### src/enc_macros.svh
// ~~~~~~~~~~~~~~~~~~~~~~~~~~~~~~~~~~~~~~~~~~~~~~~~~~~~~~~~~~~~
// encoder channel widths and limits
//   position / host data width, period width
//   input synchronizer depth
//   period stop values (motor stopped)
// ~~~~~~~~~~~~~~~~~~~~~~~~~~~~~~~~~~~~~~~~~~~~~~~~~~~~~~~~~~~~

`ifndef ENC_MACROS_SVH
`define ENC_MACROS_SVH

// position counter, also the host data width
`define ENC_POS_W        32

// period word, signed
`define ENC_PERIOD_W     16

// stop values, sized to ENC_PERIOD_W
`define ENC_PERIOD_MAX   16'sh7fff   // forward, largest positive
`define ENC_PERIOD_MIN   16'sh8000   // reverse, most negative

// flops per raw encoder line
`define ENC_SYNC_STAGES  2

`endif

### src/enc_pkg.sv
// ~~~~~~~~~~~~~~~~~~~~~~~~~~~~~~~~~~~~~~~~~~~~~~~~~~~~~~~~~~~~
// encoder channel types
//   quad_state_e  gray state of the a/b pair
//   enc_event_t   decoded count event
//   enc_cfg_t     channel control bits
//   enc_op_e      host command opcodes
// ~~~~~~~~~~~~~~~~~~~~~~~~~~~~~~~~~~~~~~~~~~~~~~~~~~~~~~~~~~~~

package enc_pkg;

    // {a, b} as sampled, forward runs 00 -> 01 -> 11 -> 10
    typedef enum logic [1:0] {
        Q00 = 2'b00,
        Q01 = 2'b01,
        Q11 = 2'b11,
        Q10 = 2'b10
    } quad_state_e;

    typedef struct packed {
        logic tick;         // one-cycle count event
        logic dir;          // 1 = forward
        logic err;          // both lines moved at once
    } enc_event_t;

    typedef struct packed {
        logic enable;       // counting allowed
        logic invert_dir;   // swap forward sense
    } enc_cfg_t;

    typedef enum logic [2:0] {
        OP_NOP         = 3'd0,
        OP_SET_CTRL    = 3'd1,
        OP_SET_POS     = 3'd2,
        OP_READ_POS    = 3'd3,
        OP_READ_PERIOD = 3'd4,
        OP_READ_STATUS = 3'd5
    } enc_op_e;

endpackage

### src/enc_quad_decoder.sv
// ~~~~~~~~~~~~~~~~~~~~~~~~~~~~~~~~~~~~~~~~~~~~~~~~~~~~~~~~~~~~
// quadrature decoder
//   two-line input synchronizer
//   gray state tracking, tick / dir / err generation
//   signed position counter with preset
// ~~~~~~~~~~~~~~~~~~~~~~~~~~~~~~~~~~~~~~~~~~~~~~~~~~~~~~~~~~~~

`timescale 1ns/100ps

`include "enc_macros.svh"

module enc_quad_decoder
    import enc_pkg::*;
(
    input  logic                        clk_fast,
    input  logic                        reset,
    input  logic                        enc_a,          // raw line a
    input  logic                        enc_b,          // raw line b
    input  enc_cfg_t                    cfg,
    input  logic                        pos_load,       // preset strobe
    input  logic [`ENC_POS_W-1:0]       pos_load_value,
    output enc_event_t                  evt,
    output logic signed [`ENC_POS_W-1:0] position
);

    logic [`ENC_SYNC_STAGES-1:0] sync_a;    // msb is the synced value
    logic [`ENC_SYNC_STAGES-1:0] sync_b;
    quad_state_e                 cur_state;
    quad_state_e                 prev_state; // last sampled pair
    quad_state_e                 fwd_next;   // one step forward from prev
    quad_state_e                 rev_next;   // one step back from prev
    logic                        is_fwd;
    logic                        is_rev;
    logic                        is_jump;
    enc_event_t                  evt_next;

    assign cur_state = quad_state_e'({sync_a[`ENC_SYNC_STAGES-1],
                                      sync_b[`ENC_SYNC_STAGES-1]});

    // neighbours of the previous state on the gray ring
    always_comb
    begin
        case (prev_state)
            Q00:     begin fwd_next = Q01; rev_next = Q10; end
            Q01:     begin fwd_next = Q11; rev_next = Q00; end
            Q11:     begin fwd_next = Q10; rev_next = Q01; end
            default: begin fwd_next = Q00; rev_next = Q11; end
        endcase
    end

    assign is_fwd  = (cur_state == fwd_next);
    assign is_rev  = (cur_state == rev_next);
    assign is_jump = (cur_state != prev_state) && !is_fwd && !is_rev; // 2-bit move

    always_comb
    begin
        evt_next.tick = cfg.enable && (is_fwd || is_rev);
        evt_next.dir  = (is_fwd || is_rev) ? (is_fwd ^ cfg.invert_dir) : evt.dir; // keep last
        evt_next.err  = cfg.enable && is_jump;
    end

    // 2 sync stages + 1 decode stage, event lands 3 cycles after the edge
    always_ff @(posedge clk_fast or posedge reset)
    begin
        if (reset)
        begin
            sync_a     <= '0;
            sync_b     <= '0;
            prev_state <= Q00;
            evt        <= '0;
            position   <= '0;
        end
        else
        begin
            sync_a     <= {sync_a[`ENC_SYNC_STAGES-2:0], enc_a};
            sync_b     <= {sync_b[`ENC_SYNC_STAGES-2:0], enc_b};
            prev_state <= cur_state;        // tracked even while disabled
            evt        <= evt_next;
            if (pos_load)
                position <= $signed(pos_load_value);   // preset wins over a tick
            else if (evt_next.tick)
                position <= evt_next.dir ? position + 1 : position - 1;
        end
    end

endmodule

### src/enc_period_meter.sv
// ~~~~~~~~~~~~~~~~~~~~~~~~~~~~~~~~~~~~~~~~~~~~~~~~~~~~~~~~~~~~
// encoder period meter
//   counts clk_fast cycles between ticks
//   signed result by direction, saturates when stopped
// ~~~~~~~~~~~~~~~~~~~~~~~~~~~~~~~~~~~~~~~~~~~~~~~~~~~~~~~~~~~~

`timescale 1ns/100ps

`include "enc_macros.svh"

module enc_period_meter
    import enc_pkg::*;
(
    input  logic                           clk_fast,
    input  logic                           reset,
    input  enc_cfg_t                       cfg,
    input  enc_event_t                     evt,
    output logic signed [`ENC_PERIOD_W-1:0] period   // cycles per tick, signed by dir
);

    logic [`ENC_PERIOD_W-1:0]        cnt;        // cycles since last tick
    logic signed [`ENC_PERIOD_W-1:0] cnt_s;
    logic                            at_limit;   // counter parked at the stop value
    logic                            last_dir;

    assign cnt_s    = cnt;
    assign at_limit = (cnt == `ENC_PERIOD_MAX);

    always_ff @(posedge clk_fast or posedge reset)
    begin
        if (reset)
        begin
            cnt      <= '0;
            period   <= '0;
            last_dir <= 1'b0;
        end
        else if (!cfg.enable)
        begin
            cnt <= '0;                      // period holds its last value
        end
        else if (evt.tick)
        begin
            // restart at 1, the tick cycle itself counts
            cnt      <= 1;
            last_dir <= evt.dir;
            if (at_limit)
                period <= evt.dir ? `ENC_PERIOD_MAX : `ENC_PERIOD_MIN;
            else
                period <= evt.dir ? cnt_s : -cnt_s;
        end
        else if (at_limit)
        begin
            // too slow, report motor stopped
            period <= last_dir ? `ENC_PERIOD_MAX : `ENC_PERIOD_MIN;
        end
        else
        begin
            cnt <= cnt + 1'b1;
        end
    end

endmodule

### src/enc_config_regs.sv
// ~~~~~~~~~~~~~~~~~~~~~~~~~~~~~~~~~~~~~~~~~~~~~~~~~~~~~~~~~~~~
// encoder channel register block
//   host command decode, control register
//   position preset strobe, sticky error flag
//   read-data capture with valid pulse
// ~~~~~~~~~~~~~~~~~~~~~~~~~~~~~~~~~~~~~~~~~~~~~~~~~~~~~~~~~~~~

`timescale 1ns/100ps

`include "enc_macros.svh"

module enc_config_regs
    import enc_pkg::*;
(
    input  logic                           clk_fast,
    input  logic                           reset,
    input  logic                           cmd_valid,      // one-cycle command strobe
    input  enc_op_e                        cmd_op,
    input  logic [`ENC_POS_W-1:0]          cmd_wdata,
    input  enc_event_t                     evt,
    input  logic signed [`ENC_POS_W-1:0]    position,
    input  logic signed [`ENC_PERIOD_W-1:0] period,
    output enc_cfg_t                       cfg,
    output logic                           pos_load,
    output logic [`ENC_POS_W-1:0]          pos_load_value,
    output logic [`ENC_POS_W-1:0]          rdata,
    output logic                           rdata_valid
);

    logic err_flag;     // sticky, cleared by a status read
    logic is_read;

    // preset goes straight to the counter, loads on the strobe edge
    assign pos_load       = cmd_valid && (cmd_op == OP_SET_POS);
    assign pos_load_value = cmd_wdata;

    assign is_read = cmd_valid && ((cmd_op == OP_READ_POS) ||
                                   (cmd_op == OP_READ_PERIOD) ||
                                   (cmd_op == OP_READ_STATUS));

    always_ff @(posedge clk_fast or posedge reset)
    begin
        if (reset)
        begin
            cfg         <= '0;              // counting off
            err_flag    <= 1'b0;
            rdata_valid <= 1'b0;
        end
        else
        begin
            rdata_valid <= is_read;
            if (cmd_valid && (cmd_op == OP_SET_CTRL))
                cfg <= enc_cfg_t'(cmd_wdata[1:0]);
            if (evt.err)
                err_flag <= 1'b1;           // new error beats the clear
            else if (cmd_valid && (cmd_op == OP_READ_STATUS))
                err_flag <= 1'b0;           // value already captured below
        end
    end

    // read data, held until the next read
    always_ff @(posedge clk_fast)
    begin
        if (cmd_valid)
        begin
            case (cmd_op)
                OP_READ_POS:    rdata <= position;
                OP_READ_PERIOD: rdata <= {{(`ENC_POS_W-`ENC_PERIOD_W){period[`ENC_PERIOD_W-1]}},
                                          period};
                OP_READ_STATUS: rdata <= {{(`ENC_POS_W-3){1'b0}}, cfg, err_flag};
                default:        rdata <= rdata;
            endcase
        end
    end

endmodule

### src/enc_channel_top.sv
// ~~~~~~~~~~~~~~~~~~~~~~~~~~~~~~~~~~~~~~~~~~~~~~~~~~~~~~~~~~~~
// one encoder channel
//   register block, quadrature decoder, period meter
// ~~~~~~~~~~~~~~~~~~~~~~~~~~~~~~~~~~~~~~~~~~~~~~~~~~~~~~~~~~~~

`timescale 1ns/100ps

`include "enc_macros.svh"

module enc_channel_top
    import enc_pkg::*;
(
    input  logic                  clk_fast,
    input  logic                  reset,
    input  logic                  enc_a,
    input  logic                  enc_b,
    input  logic                  cmd_valid,
    input  enc_op_e               cmd_op,
    input  logic [`ENC_POS_W-1:0] cmd_wdata,
    output logic [`ENC_POS_W-1:0] rdata,
    output logic                  rdata_valid
);

    enc_cfg_t                        cfg;            // to decoder and meter
    enc_event_t                      evt;            // decoder events
    logic                            pos_load;
    logic [`ENC_POS_W-1:0]           pos_load_value;
    logic signed [`ENC_POS_W-1:0]    position;
    logic signed [`ENC_PERIOD_W-1:0] period;

    // host side
    enc_config_regs u_regs (
        .clk_fast       (clk_fast),
        .reset          (reset),
        .cmd_valid      (cmd_valid),
        .cmd_op         (cmd_op),
        .cmd_wdata      (cmd_wdata),
        .evt            (evt),
        .position       (position),
        .period         (period),
        .cfg            (cfg),
        .pos_load       (pos_load),
        .pos_load_value (pos_load_value),
        .rdata          (rdata),
        .rdata_valid    (rdata_valid)
    );

    enc_quad_decoder u_decoder (
        .clk_fast       (clk_fast),
        .reset          (reset),
        .enc_a          (enc_a),
        .enc_b          (enc_b),
        .cfg            (cfg),
        .pos_load       (pos_load),
        .pos_load_value (pos_load_value),
        .evt            (evt),
        .position       (position)
    );

    enc_period_meter u_meter (
        .clk_fast (clk_fast),
        .reset    (reset),
        .cfg      (cfg),
        .evt      (evt),
        .period   (period)
    );

endmodule

### config.mk
export PLATFORM = sky130hd
export DESIGN_NAME = enc_channel_top
export DESIGN_NICKNAME = d
export VERILOG_FILES = /design/src/enc_pkg.sv /design/src/enc_quad_decoder.sv /design/src/enc_period_meter.sv /design/src/enc_config_regs.sv /design/src/enc_channel_top.sv
export VERILOG_INCLUDE_DIRS = /design/src
export SDC_FILE = /design/constraint.sdc
export NUM_CORES = 1
export LEC_CHECK = 0
export ABC_AREA = 0
export BUFFER_PORTS_ARGS = -buffer_cell sky130_fd_sc_hd__buf_4
export CAP_MARGIN = 20
export CORE_MARGIN = 4
export CORE_UTILIZATION = 60
export CTS_CLUSTER_DIAMETER = 60
export DETAILED_ROUTE_END_ITERATION = 12
export PLACE_DENSITY = 0.78
export SLEW_MARGIN = 20
export SYNTH_ARGS = -nofsm -noshare
export SYNTH_HDL_FRONTEND = slang
export SYNTH_SLANG_ARGS = --single-unit
export TNS_END_PERCENT = 30
### constraint.sdc
create_clock -name clk_fast -period 9.84 [get_ports clk_fast]
set_input_delay 0.492 -clock clk_fast [delete_from_list [all_inputs] [get_ports clk_fast]]
set_output_delay 0.492 -clock clk_fast [all_outputs]
set_load 0.01 [all_outputs]
==> results_dict.tcl, run 1 <==
set metrics [dict create \
    outcome "complete, no violations" \
    ys_ff_latch 110 \
    avgSynthCellArea_um2 8.89 \
    ys_warn_count 0 \
    post_drt_via_cell_ratio 6.14 \
    total_nets_after_synthesis 761 \
    worstMarginPinSlew_ps 1010 \
    setup-tns-final_ps 0 \
    final_number_of_hold_violating_endpoints 0 \
    dp_hpwl_mm 11.6 \
    power_per_cell_area_nw_per_um2 194 \
    cell_family_contributing_the_most_delay_on_the_critical_path "adder cells" \
    commonest_cells_after_routing_fill_and_taps_aside "nor2_1 (87), buf_4 (79), dfrtp_1 (78)" \
    fin_ws_ps 5380 \
    syn2layout_area_growth_pct 11.6 \
    crit_type "register to register" \
    detailedRoute.firstIterationViolations 348 \
    finalClockSkew_ps 11.1 \
    design.final.nets 793 \
    finalSetupViolCount 0 \
    slew_viol_final 0 \
    timing.critical_path.arrival_ps 4790 \
    synth-edff-count 32 \
    numPlacedInstances 875 \
    coreArea_um2 10300 \
    power.clock.fraction 0.188 \
    cts-resized-gates 0 \
    post_dp_cell_area_um2 6940 \
    power.share.combinational 0.295 \
    max_slew_margin 0.321 \
    worst_path_largest_cell_delay_ps 690 \
    design_power_total_mw 1.38 \
    yosys_most_used_dff "dfrtp_1" \
    globalRoute.totalOverflow 0 \
    maxcap_viol_count 0 \
    irDropWorstVdd_mv 0.160 \
    route.final.wire_length_mm 16.2 \
    final_min_period_over_clock_period 0.453 \
    worst_setup_path_end_kind "register" \
    first_global_vias 5411 \
    number_of_diodes 0 \
    seq_power_share 0.517 \
    cts_max_level 3 \
    netlist-cell-type-count 54 \
    floorplan.io_pins 73 \
    mostFrequentLayoutCell "nor2_1" \
    ant_nets 0 \
    path_clk_slew_ps 110 \
    cts_inserted_buffers 9 \
    initial_core_util 0.618 \
    min_period_ps 4460 \
    dr_total_vias 5467 \
    timing.critical_path.fanout_max 29 \
    clock-sinks 110 \
    max_freq_mhz 224 \
    async_reset_ff_frac 0.709 \
    final_layout_size_suffix_gt1_frac 0.150 \
    critical_path.startpoint_type "register" \
    timing.critical_path.mode_cell "and3_1" \
    power.leakage_nw 2.91 \
    cpMaxStageDelayCell "mux2i_4" \
    grt_pass1_wl_mm 27.0 \
    core.rowCount 37 \
    die-area_um2 12300 \
    crit_required_ps 10170 \
    net_switching_power_mw 0.540 \
    intPower_mw 0.841 \
    yosysSeqAreaShare 0.457 \
    drt_pre_antenna_iters 5 \
    cts_tree "built" \
    grt_antenna_before_repair 0 \
    netlist_area_um2 6380 \
    timing.critical_path.cells "maj3_1 -> mux2i_4 -> inv_2 -> xnor2_1 -> ha_1 -> and3_1 -> and3_1 -> nand3_1 -> or2_2 -> a2bb2oi_1 -> xor2_1 -> a21oi_1" \
    postCtsSetupBuffers 0 \
    post_layout_nonfiller_instances 891 \
    min_path_type "input port to register" \
    grt_start_max_net_pins 79 \
    sw_frac_of_total 0.391 \
    buffer_ports.inserted 72 \
    dp_slack_ps 5480 \
    die_w_um 111 \
    worstSkewPairLatency_ps 390 \
    routability_congestion 0.944 \
    synth_cells 718 \
    r2r_slack_ps 5380 \
    rsz0062_at_grt "false" \
    drt_drc_violations_left 0 \
    post_cts_hold_buffer_count 0 \
    clk_path_buf_depth 2 \
    worstPathBufferInverterCount 1 \
    cts_root_buffer "clkbuf_8" \
    grt_util_all_layers 0.270 \
    finish.instance_area_um2 7120 \
    die_height_um 111 \
    wl_per_cell_um 18.2 \
]
[worst paths after layout]
check	to	cells after the start	start
min reg2reg	u_decoder.sync_a[1]	0	u_decoder.sync_a[0]
max reg2reg	u_decoder.position[30]	12	u_decoder.evt[1]
max in group asynchronous	u_meter.last_dir	3	reset
min in group asynchronous	u_decoder.position[13]	3	reset
max	u_decoder.position[30]	12	u_decoder.evt[1]
min	u_decoder.sync_a[0]	1	enc_a
[power groups by stage]
stage | sequential [mW] | clock (mW) | combinational, mW
floorplan | 0.639 | 0 | 0.351
global placement | 0.714 | 0 | 0.390
detailed placement | 0.718 | 0 | 0.405
CTS | 0.709 | 0.263 | 0.408
global route | 0.728 | 0.283 | 0.456
finish | 0.714 | 0.259 | 0.407
[synth_stat cells, types with 3 or more instances]
| cell type | count | area (um2) |
|---|---|---|
| edfxtp_1 | 32 | 961 |
| a31oi_1 | 4 | 25.0 |
| and4_1 | 4 | 35.0 |
| clkbuf_1 | 53 | 199 |
| o21a_1 | 3 | 22.5 |
| mux2i_1 | 15 | 150 |
| nand2b_1 | 17 | 106 |
| a21oi_1 | 52 | 260 |
| nand3_1 | 21 | 105 |
| ha_1 | 3 | 37.5 |
| or3_1 | 15 | 93.8 |
| nand4_1 | 16 | 100 |
| o21ai_0 | 44 | 220 |
| nor2_1 | 87 | 327 |
| a21o_1 | 18 | 135 |
| xnor2_1 | 31 | 272 |
| a41oi_1 | 4 | 35.0 |
| buf_2 | 3 | 15.0 |
| and3_1 | 15 | 93.8 |
| dfrtp_1 | 78 | 1950 |
| inv_1 | 8 | 30.0 |
| or2_2 | 6 | 37.5 |
| nor4_1 | 16 | 100 |
| nor3_1 | 26 | 130 |
| or4_1 | 12 | 90.1 |
| nand2_1 | 69 | 259 |
| buf_1 | 3 | 11.3 |
| xor2_1 | 27 | 236 |
[metrics by stage]
stage / utilization / hold WS (ps)
after detailed placement: 0.673 / 383
after global placement: 0.673 / 377
final: 0.690 / 205
after CTS: 0.690 / 186
after floorplan: - / 331
after global routing: 0.690 / 167
[routing by layer]
metal,global-route usage,routed length (um)
met3,0.0573,793
met1,0.313,6230
met4,0.104,571
met5,0,0
met2,0.486,8610
[kinds of logic (layout without fill, tap and decap cells)]
| family | after synthesis | after routing | synth area share |
|---|---|---|---|
| mux | 19 | 19 | 0.0341 |
| compound gates | 138 | 138 | 0.126 |
| simple gates | 320 | 320 | 0.254 |
| flops | 110 | 110 | 0.457 |
| xor+xnor | 58 | 58 | 0.0796 |
| buf+inv | 68 | 105 | 0.0406 |
| fa+ha+maj | 5 | 5 | 0.00922 |
[area by class of cell]
cell class / instances / area (um2)
inverter: 9 / 33.8
tap: 136 / 170
sequential: 110 / 2910
clock buffer: 11 / 131
fill: 854 / 3200
timing repair buffer: 80 / 604
clock inverter: 5 / 43.8
multi-input combinational: 540 / 3230
[registers in the layout (all words and copies together), names as in the netlist]
register and cells:
u_regs.err_flag 1, u_decoder.evt 3, u_meter.cnt 16, u_decoder.sync_b 2
u_regs.cfg 2, u_decoder.prev_state 2, u_decoder.position 32, u_regs.rdata_valid 1
u_meter.period 16, u_regs.rdata 32, u_meter.last_dir 1, u_decoder.sync_a 2
Power figures use the tool's default switching activity.
==> run 2: changes to the inputs <==
--- a/config.mk
+++ b/config.mk
@@ -10,10 +10,10 @@
 export BUFFER_PORTS_ARGS = -buffer_cell sky130_fd_sc_hd__buf_4
 export CAP_MARGIN = 20
 export CORE_MARGIN = 4
-export CORE_UTILIZATION = 60
+export CORE_UTILIZATION = 59
 export CTS_CLUSTER_DIAMETER = 60
 export DETAILED_ROUTE_END_ITERATION = 12
-export PLACE_DENSITY = 0.78
+export PLACE_DENSITY = 0.76
 export SLEW_MARGIN = 20
 export SYNTH_ARGS = -nofsm -noshare
 export SYNTH_HDL_FRONTEND = slang
==> constraint.sdc (replaced) <==
create_clock -name clk_fast -period 4.4 [get_ports clk_fast]
set_input_delay 0.22 -clock clk_fast [delete_from_list [all_inputs] [get_ports clk_fast]]
set_output_delay 0.22 -clock clk_fast [all_outputs]
set_load 0.01 [all_outputs]
==> results_dict.tcl, run 2 (synthesis results as in run 1) <==
set metrics [dict create \
    power.leakage_nw 2.95 \
    worstMarginPinSlew_ps 865 \
    worstPathBufferInverterCount 1 \
    power_per_cell_area_nw_per_um2 429 \
    crit_type "register to register" \
    rsz0062_at_grt "false" \
    finish.instance_area_um2 7200 \
    min_period_ps 3390 \
    cpMaxStageDelayCell "dfrtp_1" \
    first_global_vias 5399 \
    grt_pass1_wl_mm 27.1 \
    timing.critical_path.arrival_ps 3640 \
    irDropWorstVdd_mv 0.388 \
    final_layout_size_suffix_gt1_frac 0.152 \
    globalRoute.totalOverflow 0 \
    cts_inserted_buffers 9 \
    worstSkewPairLatency_ps 390 \
    coreArea_um2 10400 \
    final_min_period_over_clock_period 0.770 \
    cts_max_level 3 \
    post_layout_nonfiller_instances 897 \
    buffer_ports.inserted 72 \
    finalClockSkew_ps 12.8 \
    cts_root_buffer "clkbuf_8" \
    wl_per_cell_um 18.0 \
    path_clk_slew_ps 110 \
    drt_drc_violations_left 0 \
    die_w_um 112 \
    commonest_cells_after_routing_fill_and_taps_aside "nor2_1 (87), buf_4 (83), dfrtp_1 (78)" \
    dr_total_vias 5405 \
    die_height_um 112 \
    clock-sinks 110 \
    ant_nets 0 \
    slew_viol_final 0 \
    worst_setup_path_end_kind "register" \
    post_drt_via_cell_ratio 6.03 \
    floorplan.io_pins 73 \
    max_freq_mhz 295 \
    core.rowCount 37 \
    max_slew_margin 0.423 \
    design.final.nets 799 \
    numPlacedInstances 877 \
    final_number_of_hold_violating_endpoints 0 \
    crit_required_ps 4660 \
    cts_tree "built" \
    syn2layout_area_growth_pct 12.9 \
    finalSetupViolCount 0 \
    grt_util_all_layers 0.268 \
    maxcap_viol_count 0 \
    critical_path.startpoint_type "register" \
    outcome "complete, no violations" \
    min_path_type "input port to async pin" \
    postCtsSetupBuffers 0 \
    dp_hpwl_mm 11.6 \
    timing.critical_path.fanout_max 19 \
    cell_family_contributing_the_most_delay_on_the_critical_path "adder cells" \
    final.fill_count 865 \
    cts-resized-gates 0 \
    grt_antenna_before_repair 0 \
    timing.critical_path.cells "maj3_1 -> mux2i_4 -> inv_2 -> xnor2_1 -> ha_1 -> and3_1 -> and3_1 -> nand3_1 -> or2_2 -> a21oi_1 -> xnor2_1 -> a21oi_1" \
    route.final.wire_length_mm 16.2 \
    clk_path_buf_depth 2 \
    number_of_diodes 0 \
    largestRegisters "u_decoder.position (32), u_regs.rdata (32)" \
    die-area_um2 12500 \
    drt_pre_antenna_iters 5 \
    grt_start_max_net_pins 51 \
    routability_congestion 0.884 \
    post_dp_cell_area_um2 6970 \
    fin_hold_ws_ps 7.84 \
    worst_path_largest_cell_delay_ps 600 \
    initial_core_util 0.612 \
    mostFrequentLayoutCell "nor2_1" \
    setup-tns-final_ps 0 \
    post_cts_hold_buffer_count 2 \
    detailedRoute.firstIterationViolations 449 \
]
-- run 2: changes by cell type in the layout (fill, tap and decap cells not counted) --
cell           previous run  this run
a21boi_4                  0         1
inv_6                     1         2
clkbuf_16                 0         1
buf_6                     1         0
clkinv_1                  0         2
inv_8                     2         0
dlygate4sd3_1             0         2
clkbuf_1                  2         1
buf_16                    0         1
buf_4                    79        83
clkinvlp_4                1         0
a21boi_2                  1         0
-- run 2: area by class of cell --
cell class,count,area (um2),area share
clock buffers,11,153,0.0212
clock inverters,5,30.0,0.00417
well taps,136,170,0.0236
repair buffers,86,671,0.0931
inverters,9,33.8,0.00469
multi-input cells,540,3230,0.449
flip-flops and latches,110,2910,0.404
-- run 2: final timing paths --
path / slack (ps) / end / start / depth (start not counted)
worst max-delay path: 1010 / u_decoder.position[22] / u_decoder.evt[1] / 12
min in group clk_fast: 20 / u_decoder.position[10] / cmd_wdata[10] / 3
worst min register to register: 390 / u_decoder.sync_b[1] / u_decoder.sync_b[0] / 0
max in group asynchronous: 3360 / u_meter.period[2] / reset / 3
worst min-delay path: 8 / u_decoder.position[4] / reset / 2
worst max register to register: 1010 / u_decoder.position[22] / u_decoder.evt[1] / 12
-- run 2: power breakdown --
group | leakage [nW] | internal (mW) | switching [mW] | total (mW)
registers | 1.24 | 1.28 | 0.308 | 1.59
clock network | 0.0943 | 0.241 | 0.350 | 0.591
logic | 1.62 | 0.402 | 0.515 | 0.917
total | 2.95 | 1.92 | 1.17 | 3.09
-- run 2: stage by stage --
stage	utilization	worst slack [ps]	power (mW)
after global placement	0.669	1170	2.47
after CTS	0.688	1030	3.11
final	0.692	1010	3.09
after floorplan	-	695	2.21
after global routing	0.692	748	3.31
after detailed placement	0.669	1060	2.51
-- run 2: worst register-to-register path, stage by stage (launching register included) --
cell and delay [ps]:
dfrtp_1 600, maj3_1 490, mux2i_4 170, inv_2 60, xnor2_1 130, ha_1 480
and3_1 250, and3_1 160, nand3_1 140, or2_2 370, a21oi_1 180, xnor2_1 140
a21oi_1 90
-- run 2: routing by layer --
metal | GRT usage | up-vias | share of wire
li1 | - | 2600 | -
met3 | 0.0505 | 26 | 0.049
met2 | 0.465 | 178 | 0.51
met1 | 0.329 | 2601 | 0.41
met5 | 0 | - | 0
met4 | 0.113 | 0 | 0.026
==> run 3: changes to the inputs <==
--- a/config.mk
+++ b/config.mk
@@ -10,10 +10,10 @@
 export BUFFER_PORTS_ARGS = -buffer_cell sky130_fd_sc_hd__buf_4
 export CAP_MARGIN = 20
 export CORE_MARGIN = 4
-export CORE_UTILIZATION = 59
+export CORE_UTILIZATION = 53
 export CTS_CLUSTER_DIAMETER = 60
 export DETAILED_ROUTE_END_ITERATION = 12
-export PLACE_DENSITY = 0.76
+export PLACE_DENSITY = 0.72
 export SLEW_MARGIN = 20
 export SYNTH_ARGS = -nofsm -noshare
 export SYNTH_HDL_FRONTEND = slang
==> constraint.sdc (replaced) <==
create_clock -name clk_fast -period 2.92 [get_ports clk_fast]
set_input_delay 0.146 -clock clk_fast [delete_from_list [all_inputs] [get_ports clk_fast]]
set_output_delay 0.146 -clock clk_fast [all_outputs]
set_load 0.01 [all_outputs]
==> results_dict.tcl, run 3 (synthesis results as in run 1) <==
set metrics [dict create \
    outcome "complete, no violations" \
    grt_pass1_wl_mm 28.0 \
    timing.critical_path.fanout_max 3 \
    core.rowCount 39 \
    mostFrequentLayoutCell "buf_4" \
    grt_antenna_before_repair 0 \
    final_number_of_hold_violating_endpoints 0 \
    crit_type "register to register" \
    initial_core_util 0.549 \
    met3_routing_resource_usage_after_global_routing 0.0384 \
    power.share.combinational 0.321 \
    largestRegisters "u_decoder.position (32), u_regs.rdata (32)" \
    timing.critical_path.arrival_ps 3090 \
    ant_nets 0 \
    finalSetupViolCount 0 \
    post_layout_nonfiller_instances 942 \
    coreArea_um2 11600 \
    irDropWorstVdd_mv 0.424 \
    power_per_cell_area_nw_per_um2 681 \
    cts_tree "built" \
    max_freq_mhz 350 \
    final_layout_size_suffix_gt1_frac 0.185 \
    dr_total_vias 5733 \
    numPlacedInstances 906 \
    min_path_type "input port to register" \
    min_period_ps 2850 \
    die_height_um 118 \
    drt_pre_antenna_iters 7 \
    floorplan.io_pins 73 \
    design.final.nets 837 \
    cts_inserted_buffers 9 \
    intPower_mw 3.32 \
    worstSkewPairLatency_ps 360 \
    first_global_vias 5534 \
    path_clk_slew_ps 80 \
    grt_start_max_net_pins 31 \
    rsz0062_at_grt "true" \
    dp_hpwl_mm 11.8 \
    number_of_diodes 0 \
    post_dp_cell_area_um2 7140 \
    maxcap_viol_count 0 \
    finish.instance_area_um2 7660 \
    worstMarginPinSlew_ps 646 \
    routability_congestion 0.944 \
    detailedRoute.firstIterationViolations 487 \
    die-area_um2 13900 \
    cts_max_level 3 \
    seq_power_share 0.435 \
    max_slew_margin 0.569 \
    slew_viol_final 0 \
    grt_util_all_layers 0.246 \
    net_switching_power_mw 1.89 \
    wl_per_cell_um 18.0 \
    globalRoute.busiestLayer "met2" \
    commonest_cells_after_routing_fill_and_taps_aside "buf_4 (110), nor2_1 (87), dfrtp_1 (78)" \
    route.final.wire_length_mm 16.9 \
    worst_setup_path_end_kind "register" \
    gr-usage-met2 0.407 \
    sw_frac_of_total 0.363 \
    crit_required_ps 3150 \
    critical_path.startpoint_type "register" \
    clock-sinks 110 \
    globalRoute.totalOverflow 0 \
    power.clock.fraction 0.244 \
    syn2layout_area_growth_pct 20.0 \
    finalClockSkew_ps 8.66 \
    cts_root_buffer "clkbuf_16" \
    post_drt_via_cell_ratio 6.09 \
    grt.met1_usage 0.334 \
    power.leakage_nw 3.18 \
    die_w_um 118 \
    final_min_period_over_clock_period 0.978 \
    drt_drc_violations_left 0 \
    buffer_ports.inserted 72 \
    clk_path_buf_depth 2 \
]
[run 3: metal layers]
layer | vias up | routed length [um]
li1 | 2678 | -
met1 | 2782 | 7310
met2 | 240 | 8220
met3 | 33 | 1100
met4 | 0 | 274
met5 | - | 0
[run 3: worst max-delay path, cell delays in order (launching register included)]
cell and delay (ps):
dfrtp_1 420, xor2_1 200, maj3_2 330, mux2i_4 150, inv_2 70, xnor2_2 130
ha_2 210, and3_1 170, and3_1 170, nand3_2 110, a22o_1 300, a2bb2oi_1 180
xor2_1 180, a21oi_1 90
[run 3: stage by stage]
stage                util  setup TNS (ps)  total power, mW  hold WS, ps  worst slack [ps]
finish              0.659               0             5.21         8.00              65.1
global route        0.659            -135             5.53         26.8             -49.3
CTS                 0.656               0             5.20         2.74              13.3
detailed placement  0.615               0             3.88          257              24.8
global placement    0.615               0             3.84          251              86.1
floorplan               -           -2290             3.34          177              -357
[run 3: worst paths after layout]
| kind | from | to | depth (start not counted) | slack [ps] |
|---|---|---|---|---|
| max | u_decoder.prev_state[0] | u_decoder.position[30] | 13 | 70 |
| min | cmd_wdata[31] | u_decoder.position[31] | 3 | 8 |
| max reg2reg | u_decoder.prev_state[0] | u_decoder.position[30] | 13 | 70 |
| min reg2reg | u_decoder.sync_b[0] | u_decoder.sync_b[1] | 0 | 410 |
| max in group asynchronous | reset | u_meter.cnt[1] | 4 | 1660 |
| min in group asynchronous | reset | u_decoder.position[7] | 3 | 420 |
[run 3: layout make-up]
| class | instances | area [um2] |
|---|---|---|
| multi-input combinational | 540 | 3260 |
| timing repair buffer | 124 | 966 |
| fill | 966 | 3960 |
| sequential | 110 | 2910 |
| clock inverter | 7 | 82.6 |
| tap | 143 | 179 |
| clock buffer | 9 | 225 |
| inverter | 9 | 33.8 |
[run 3: power groups by stage]
| stage | combinational (mW) | clock, mW | sequential, mW |
|---|---|---|---|
| 2_1_floorplan | 1.18 | 0 | 2.15 |
| 3_3_place_gp | 1.56 | 0 | 2.27 |
| 3_5_place_dp | 1.59 | 0 | 2.29 |
| 4_1_cts | 1.64 | 1.30 | 2.26 |
| 5_1_grt | 1.86 | 1.36 | 2.30 |
| 6_report | 1.67 | 1.27 | 2.27 |
[run 3: what timing repair did]
action	4_1_cts	5_1_grt
setup buffers	3	2
endpoints found under the setup margin	2	9
hold buffers	14	0
resized for setup	1	7
pin swaps	1	3
endpoints found under the hold margin	38	0
